$ cat src/include/render_params.svh
`ifndef RENDER_PARAMS_SVH
`define RENDER_PARAMS_SVH

// ----------------------------------------------------------------------------
// Frame geometry
// ----------------------------------------------------------------------------
`define FB_WIDTH      32                      // Pixels per row
`define FB_HEIGHT     8                       // Rows per frame

// Coordinate widths, must cover WIDTH-1 and HEIGHT-1
`define FB_X_BITS     5
`define FB_Y_BITS     3

// Frame address is {y, x}
`define FB_ADDR_BITS  (`FB_X_BITS + `FB_Y_BITS)

`endif

$ cat src/rtl/render_pkg.sv
`default_nettype none

`include "render_params.svh"

package render_pkg;

    // Red, green, blue nibbles from high to low
    typedef logic [11:0] color12_t;

    typedef enum logic [3:0] {
        OP_NOP  = 4'h0,
        OP_FILL = 4'h1,
        OP_SPAN = 4'h2                        // Anything else decodes as NOP
    } render_op_e;

    // ------------------------------------------------------------------------
    // Command word views, opcode in the top nibble of both
    // ------------------------------------------------------------------------
    typedef struct packed {
        render_op_e  op;
        logic [15:0] reserved;
        color12_t    color;
    } fill_cmd_t;

    typedef struct packed {
        render_op_e  op;
        logic [5:0]  x_start;
        logic [5:0]  x_end;                   // Inclusive, clipped to the frame
        logic [3:0]  y;
        color12_t    color;
    } span_cmd_t;

    typedef union packed {
        fill_cmd_t fill;
        span_cmd_t span;
    } render_cmd_u;

    // Span fields reach at most 64 columns and 16 rows
    localparam bit CMD_FITS_FRAME = (`FB_WIDTH <= 64) && (`FB_HEIGHT <= 16);

endpackage

`default_nettype wire

$ cat src/rtl/span_rasterizer.sv
`default_nettype none
`timescale 1ns/1ns

`include "render_params.svh"

module span_rasterizer (
    input  wire logic                    clk_render,
    input  wire logic                    btn_rst_n,
    input  wire logic                    cmd_strobe,
    input  wire render_pkg::render_cmd_u cmd_word,
    output      logic                    busy,
    output      logic                    wr_en,
    output      logic [`FB_X_BITS-1:0]   wr_x,
    output      logic [`FB_Y_BITS-1:0]   wr_y,
    output      render_pkg::color12_t    wr_color
);

    import render_pkg::*;

    localparam int X_BITS = `FB_X_BITS;
    localparam int Y_BITS = `FB_Y_BITS;

    // Last column and row in command field widths
    localparam logic [5:0] LAST_X = 6'(`FB_WIDTH - 1);
    localparam logic [3:0] LAST_Y = 4'(`FB_HEIGHT - 1);

    if (!CMD_FITS_FRAME) begin : g_frame_too_big
        $error("Frame geometry does not fit the span command fields");
    end

    render_cmd_u       cmd_q;                 // Held command word
    render_op_e        op;
    logic              accept;
    logic              decode_pend;           // Decode cycle after accept
    logic [5:0]        span_x_end;
    logic              span_ok;
    logic [X_BITS-1:0] end_x;
    logic [Y_BITS-1:0] end_y;
    logic              last_x;
    logic              last_pix;

    assign accept = cmd_strobe && !busy;
    assign op     = cmd_q.fill.op;            // Same nibble in the span view

    // Clip the span end to the frame, then reject empty or off-frame spans
    assign span_x_end = (cmd_q.span.x_end > LAST_X) ? LAST_X : cmd_q.span.x_end;
    assign span_ok    = (cmd_q.span.y <= LAST_Y) && (cmd_q.span.x_start <= span_x_end);

    assign last_x   = (wr_x == end_x);
    assign last_pix = last_x && (wr_y == end_y);

    // ------------------------------------------------------------------------
    // Control and write counters
    // ------------------------------------------------------------------------
    always_ff @(posedge clk_render or negedge btn_rst_n) begin
        if (!btn_rst_n) begin
            busy        <= 1'b0;
            decode_pend <= 1'b0;
            wr_en       <= 1'b0;
            wr_x        <= '0;
            wr_y        <= '0;
        end else if (accept) begin
            busy        <= 1'b1;
            decode_pend <= 1'b1;
        end else if (decode_pend) begin
            decode_pend <= 1'b0;
            case (op)
                OP_FILL: begin
                    wr_en <= 1'b1;
                    wr_x  <= '0;
                    wr_y  <= '0;
                end
                OP_SPAN: begin
                    if (span_ok) begin
                        wr_en <= 1'b1;
                        wr_x  <= X_BITS'(cmd_q.span.x_start);
                        wr_y  <= Y_BITS'(cmd_q.span.y);
                    end else begin
                        busy  <= 1'b0;        // Nothing to draw
                    end
                end
                default: busy <= 1'b0;
            endcase
        end else if (wr_en) begin
            if (last_pix) begin
                wr_en <= 1'b0;
                busy  <= 1'b0;
            end else if (last_x) begin
                wr_x  <= '0;                  // Fills wrap to the next row
                wr_y  <= wr_y + 1'b1;
            end else begin
                wr_x  <= wr_x + 1'b1;
            end
        end
    end

    // Command word, end point and color
    always_ff @(posedge clk_render) begin
        if (accept) begin
            cmd_q <= cmd_word;
        end
        if (decode_pend) begin
            wr_color <= cmd_q.fill.color;     // Same bits in both views
            if (op == OP_FILL) begin
                end_x <= X_BITS'(LAST_X);
                end_y <= Y_BITS'(LAST_Y);
            end else begin
                end_x <= X_BITS'(span_x_end);
                end_y <= Y_BITS'(cmd_q.span.y);
            end
        end
    end

endmodule

`default_nettype wire

$ cat src/rtl/frame_store.sv
`default_nettype none
`timescale 1ns/1ns

`include "render_params.svh"

module frame_store (
    input  wire logic                  clk_render,
    input  wire logic                  wr_en,
    input  wire logic [`FB_X_BITS-1:0] wr_x,
    input  wire logic [`FB_Y_BITS-1:0] wr_y,
    input  wire render_pkg::color12_t  wr_color,
    input  wire logic [`FB_X_BITS-1:0] rd_x,
    input  wire logic [`FB_Y_BITS-1:0] rd_y,
    output      render_pkg::color12_t  rd_color
);

    import render_pkg::*;

    // One entry per {y, x} code
    localparam int DEPTH = 2 ** `FB_ADDR_BITS;

    color12_t                 mem [DEPTH];
    logic [`FB_ADDR_BITS-1:0] wr_addr;
    logic [`FB_ADDR_BITS-1:0] rd_addr;

    assign wr_addr = {wr_y, wr_x};
    assign rd_addr = {rd_y, rd_x};

    always_ff @(posedge clk_render) begin
        if (wr_en) begin
            mem[wr_addr] <= wr_color;
        end
    end

    // Registered read, one cycle latency
    always_ff @(posedge clk_render) begin
        rd_color <= mem[rd_addr];
    end

endmodule

`default_nettype wire

$ cat src/rtl/scanout_reader.sv
`default_nettype none
`timescale 1ns/1ns

`include "render_params.svh"

module scanout_reader (
    input  wire logic                  clk_render,
    input  wire logic                  btn_rst_n,
    input  wire logic                  scan_start,
    input  wire render_pkg::color12_t  rd_color,
    output      logic                  scan_busy,
    output      logic [`FB_X_BITS-1:0] rd_x,
    output      logic [`FB_Y_BITS-1:0] rd_y,
    output      logic                  pix_valid,
    output      logic [`FB_X_BITS-1:0] pix_x,
    output      logic [`FB_Y_BITS-1:0] pix_y,
    output      render_pkg::color12_t  pix_color
);

    localparam int X_BITS = `FB_X_BITS;
    localparam int Y_BITS = `FB_Y_BITS;
    localparam logic [X_BITS-1:0] LAST_X = X_BITS'(`FB_WIDTH - 1);
    localparam logic [Y_BITS-1:0] LAST_Y = Y_BITS'(`FB_HEIGHT - 1);

    logic accept;
    logic start_q;                            // Address phase opens next cycle
    logic addr_valid;
    logic addr_last;
    logic pix_last;

    assign accept    = scan_start && !scan_busy;
    assign addr_last = (rd_x == LAST_X) && (rd_y == LAST_Y);
    assign pix_last  = (pix_x == LAST_X) && (pix_y == LAST_Y);

    // ------------------------------------------------------------------------
    // Address phase
    // ------------------------------------------------------------------------
    always_ff @(posedge clk_render or negedge btn_rst_n) begin
        if (!btn_rst_n) begin
            scan_busy  <= 1'b0;
            start_q    <= 1'b0;
            addr_valid <= 1'b0;
            rd_x       <= '0;
            rd_y       <= '0;
        end else begin
            start_q <= accept;
            if (accept) begin
                scan_busy <= 1'b1;
                rd_x      <= '0;
                rd_y      <= '0;
            end else if (pix_valid && pix_last) begin
                scan_busy <= 1'b0;            // Drops with the final pixel
            end

            if (start_q) begin
                addr_valid <= 1'b1;
            end else if (addr_valid) begin
                if (addr_last) begin
                    addr_valid <= 1'b0;
                end else if (rd_x == LAST_X) begin
                    rd_x <= '0;
                    rd_y <= rd_y + 1'b1;
                end else begin
                    rd_x <= rd_x + 1'b1;
                end
            end
        end
    end

    // ------------------------------------------------------------------------
    // Data phase, matched to the read latency
    // ------------------------------------------------------------------------
    always_ff @(posedge clk_render or negedge btn_rst_n) begin
        if (!btn_rst_n) begin
            pix_valid <= 1'b0;
        end else begin
            pix_valid <= addr_valid;
        end
    end

    always_ff @(posedge clk_render) begin
        pix_x <= rd_x;
        pix_y <= rd_y;
    end

    assign pix_color = rd_color;              // Already registered in the store

endmodule

`default_nettype wire

$ cat src/rtl/render_top.sv
`default_nettype none
`timescale 1ns/1ns

`include "render_params.svh"

module render_top (
    input  wire logic                  clk_render,
    input  wire logic                  btn_rst_n,
    input  wire logic                  cmd_strobe,
    input  wire logic [31:0]           cmd_word,
    input  wire logic                  scan_start,
    output      logic                  busy,
    output      logic                  scan_busy,
    output      logic                  pix_valid,
    output      logic [`FB_X_BITS-1:0] pix_x,
    output      logic [`FB_Y_BITS-1:0] pix_y,
    output      render_pkg::color12_t  pix_color
);

    import render_pkg::*;

    // ------------------------------------------------------------------------
    // Producer side, commands into pixel writes
    // ------------------------------------------------------------------------
    logic                  wr_en;
    logic [`FB_X_BITS-1:0] wr_x;
    logic [`FB_Y_BITS-1:0] wr_y;
    color12_t              wr_color;

    span_rasterizer u_span_rasterizer (
        .clk_render (clk_render),
        .btn_rst_n  (btn_rst_n),
        .cmd_strobe (cmd_strobe),
        .cmd_word   (cmd_word),               // Raw word seen through the union
        .busy       (busy),
        .wr_en      (wr_en),
        .wr_x       (wr_x),
        .wr_y       (wr_y),
        .wr_color   (wr_color)
    );

    // ------------------------------------------------------------------------
    // Frame memory
    // ------------------------------------------------------------------------
    logic [`FB_X_BITS-1:0] rd_x;
    logic [`FB_Y_BITS-1:0] rd_y;
    color12_t              rd_color;

    frame_store u_frame_store (
        .clk_render (clk_render),
        .wr_en      (wr_en),
        .wr_x       (wr_x),
        .wr_y       (wr_y),
        .wr_color   (wr_color),
        .rd_x       (rd_x),
        .rd_y       (rd_y),
        .rd_color   (rd_color)
    );

    // Consumer side
    scanout_reader u_scanout_reader (
        .clk_render (clk_render),
        .btn_rst_n  (btn_rst_n),
        .scan_start (scan_start),
        .rd_color   (rd_color),
        .scan_busy  (scan_busy),
        .rd_x       (rd_x),
        .rd_y       (rd_y),
        .pix_valid  (pix_valid),
        .pix_x      (pix_x),
        .pix_y      (pix_y),
        .pix_color  (pix_color)
    );

endmodule

`default_nettype wire

$ cat config.mk
export PLATFORM = sky130hd
export DESIGN_NAME = render_top
export DESIGN_NICKNAME = d
export VERILOG_FILES = /design/src/rtl/render_pkg.sv /design/src/rtl/span_rasterizer.sv /design/src/rtl/frame_store.sv /design/src/rtl/scanout_reader.sv /design/src/rtl/render_top.sv
export VERILOG_INCLUDE_DIRS = /design/src /design/src/include
export SDC_FILE = /design/constraint.sdc
export NUM_CORES = 2
export LEC_CHECK = 0
export BUFFER_PORTS_ARGS = -buffer_cell sky130_fd_sc_hd__buf_2
export CAP_MARGIN = 20
export CELL_PAD_IN_SITES_DETAIL_PLACEMENT = 1
export CELL_PAD_IN_SITES_GLOBAL_PLACEMENT = 2
export CORE_MARGIN = 2
export CORE_UTILIZATION = 51
export DETAILED_ROUTE_END_ITERATION = 12
export PLACE_DENSITY_LB_ADDON = 0.1
export SETUP_SLACK_MARGIN = 0.02
export SYNTH_ARGS = -nofsm -noshare
export SYNTH_HDL_FRONTEND = slang
export SYNTH_HIERARCHICAL = 1
export SYNTH_SLANG_ARGS = --single-unit
$ cat constraint.sdc
create_clock -name clk_render -period 4.97 [get_ports clk_render]
set_input_delay 1.491 -clock clk_render [delete_from_list [all_inputs] [get_ports clk_render]]
set_output_delay 1.491 -clock clk_render [all_outputs]
set_load 0.02 [all_outputs]
==> run metrics <==
width of the chip 493 um; Crit Path Category reg -> reg; clock skew 41.1 ps; Die H 493 um; CTS sink cnt 3167; initial antenna violation count 10; status complete, but fails checks; TritonCTS Buffers 341; mean post-synth cell area 21.2 um2; min-delay worst type reg -> reg; H-tree Lvls 5; PwrDens 562 mW/mm2; # port buffers 58; maximum clock insertion buffer count 4; grt total ovfl 0; Final period util 0.889; Total Power 78.1 mW; CP startpoint kind flip-flop; top_reg_cell synth edfxtp_1; routed len/inst 35.1 um; largest net degree at the start of global routing 185; DR DRC count 0; clock network fraction of total power 0.307; Seq. cell area 0.0948 mm2; Root Driver clkbuf_16; Initial Utilization 0.513; Finished Layout Cells 9709; Leakage Power 44.2 nW; first-pass GRT wire length 487000 um; Fill cells 19900; # IOs 59; CTS tree built; Sequential Power Share 0.410; Layout Utilization 0.584; RSZ-0062 raised after global routing false; Die ar. 0.243 mm2; internal power 53.0 mW; Post-CTS Resized 0; via count 62500; Post-CTS Hold Buffers 0; YS warnings 6; Least-Margin Pin Slew 1520 ps; Synth cell types 89; share of post-route cells with drive strength above 1 0.266; DP HPWL 210000 um; total wire length 341000 um; Mapped Cells 5745; Iteration-0 DRC Markers 7393; Mapped Area 0.122 mm2; Seq/Total Area, Yosys 0.776; max_slew headroom -0.0136; final setup vio count 0; crit path max fanout 42; failing checks max-slew violations; Worst-path clk slew 60 ps; Gate power share 0.283; num rows 179; fraction of registers with async set/reset 0.00726; Syn Nets 5794; Post-CTS Setup Bufs 0; GPL Wtd Cong 0.828; CP endpoint kind flip-flop; area of the multi-input gates 0.0251 mm2; Max Cap Viol 0; Pins Over Slew Limit 24; Post-synth EDFFs 3124; Fin Setup TNS 0 ps; VDD IR max 0.000575 V; Period minus WS final 4420 ps; Final ANT Viol Nets 0; drt pass-1 iters 6; worst endpoint required time 5850 ps; fmax 226 MHz; Psw 25.1 mW; area added between synthesis and finish 13.8%; CP arrival 5300 ps; Final Hold Viols 0; number of global-route vias before repair 64000; GRT Util Overall 0.282; Seq cells post-synth 3167; Skew-Pair Late Insertion Delay 960 ps; Post-layout nets 6334; via-per-instance ratio 6.44; Sw Ratio 0.321; Placed Cells incl. Taps 9106; Core Box Area 0.238 mm2
-- per-layer routing --
metal / wire length (um) / vias up / GRT usage
li1: - / 25200 / -
met1: 145000 / 34000 / 0.430
met2: 161000 / 2822 / 0.435
met3: 28000 / 417 / 0.0435
met4: 7140 / 8 / 0.0638
met5: 42 / - / 0
-- path summary, 6_finish.rpt --
check	start	to	slack [ps]	cells after the start
setup / recovery	u_scanout_reader/rd_x[0]	u_frame_store/rd_color[1]	550	8
hold / removal	u_span_rasterizer/cmd_q[0]	u_span_rasterizer/wr_color[0]	420	0
max in group asynchronous	btn_rst_n	u_scanout_reader/rd_x[0]	3970	1
hold reg to reg	u_span_rasterizer/cmd_q[0]	u_span_rasterizer/wr_color[0]	420	0
setup reg to reg	u_scanout_reader/rd_x[0]	u_frame_store/rd_color[1]	550	8
min in group asynchronous	btn_rst_n	u_scanout_reader/scan_busy	540	1
-- cells by family after synthesis --
group	share of synthesized area
DFF	0.776
AOI/OAI and AO/OA	0.0390
xor gates and xnor gates	0.000789
muxes	0.139
buffers and inverters	0.0189
adders and majority gates	0.00133
other	0.0000307
and+or+nand+nor	0.0242
-- synth_stat cells, types with 19 or more instances --
master       n  area share
a22oi_1    217       0.013
dfxtp_1     20      0.0033
nor2b_1     42      0.0022
buf_2       73      0.0030
a211oi_1    20      0.0012
a22o_1      20      0.0014
buf_6       36      0.0033
clkbuf_1   154      0.0047
dfrtp_1     23      0.0047
mux2i_1    225       0.018
nor3_1      35      0.0014
o21ai_0     41      0.0017
nor4_1      34      0.0017
nor2_1     314      0.0097
a221oi_1    19      0.0014
edfxtp_1  3124        0.77
buf_4       45      0.0028
nand2_1     58      0.0018
a21oi_1    125      0.0051
mux4_2     636        0.12
o22ai_1     89      0.0046
o221ai_1    53      0.0038
nand3_1     43      0.0018
mux2_2      28      0.0026
-- metrics by stage --
| stage | cell area, um2 | setup WS (ps) | hold slack [ps] |
|---|---|---|---|
| floorplan | 122000 | 832 | 388 |
| global placement | 128000 | 333 | 407 |
| detailed placement | 128000 | 619 | 408 |
| CTS | 139000 | 594 | 422 |
| global route | 139000 | 506 | 430 |
| finish | 139000 | 553 | 418 |
-- critical path: stages, from the launching register on --
cell       delay (ps)
dfrtp_4          1100
buf_4             320
buf_12            290
mux4_2            280
nor2b_1            50
a2111oi_0         610
nor4_1            280
o32ai_1          1050
and3b_1           290
-- cell usage in the layout, fill, tap and decap left out, types with 16 or more instances in the layout --
cell,instances
nor2b_1,37
nor3_1,35
mux4_2,636
edfxtp_1,3124
mux2i_1,225
buf_6,20
a221oi_1,19
o21ai_0,38
a21oi_1,125
bufinv_16,19
clkbuf_8,16
buf_2,64
a31oi_1,16
buf_12,46
clkbuf_1,79
nor2_1,310
buf_4,419
clkinv_1,64
dfrtp_1,17
nand4_1,16
dfxtp_1,20
o22ai_1,89
nor4_1,27
a211oi_1,20
mux2_2,28
nand3_1,40
a22o_1,20
clkbuf_16,344
nand2_1,57
clkinv_2,54
o221ai_1,53
a22oi_1,217
-- registers in the layout (all words and copies together), names as in the netlist, 3 cells and up --
register	count
u_frame_store/rd_color	12
u_scanout_reader/pix_x	5
u_span_rasterizer/wr_x	5
u_span_rasterizer/wr_color	12
u_span_rasterizer/end_x	5
u_scanout_reader/rd_y	3
u_scanout_reader/rd_x	5
u_frame_store/mem	3072
u_span_rasterizer/wr_y	3
u_span_rasterizer/end_y	3
u_span_rasterizer/cmd_q	32
u_scanout_reader/pix_y	3
-- power by group through the flow --
stage	clock [mW]	sequential, mW	combinational (mW)
floorplan	0	32.8	12.8
global placement	0	32.5	21.8
detailed placement	0	32.6	22.1
CTS	24.4	32.0	22.1
global route	25.3	32.1	23.2
finish	24.0	32.0	22.1
-- final cells by class --
class,instances,share of cell area
flip-flops and latches,3167,0.682
multi-input cells,2215,0.181
clock buffers,439,0.0657
repair buffers,551,0.0334
well taps,3167,0.0285
clock inverters,157,0.00910
inverters,9,0.000243
diodes,4,0.0000720
(Power assumes the default switching activity.)
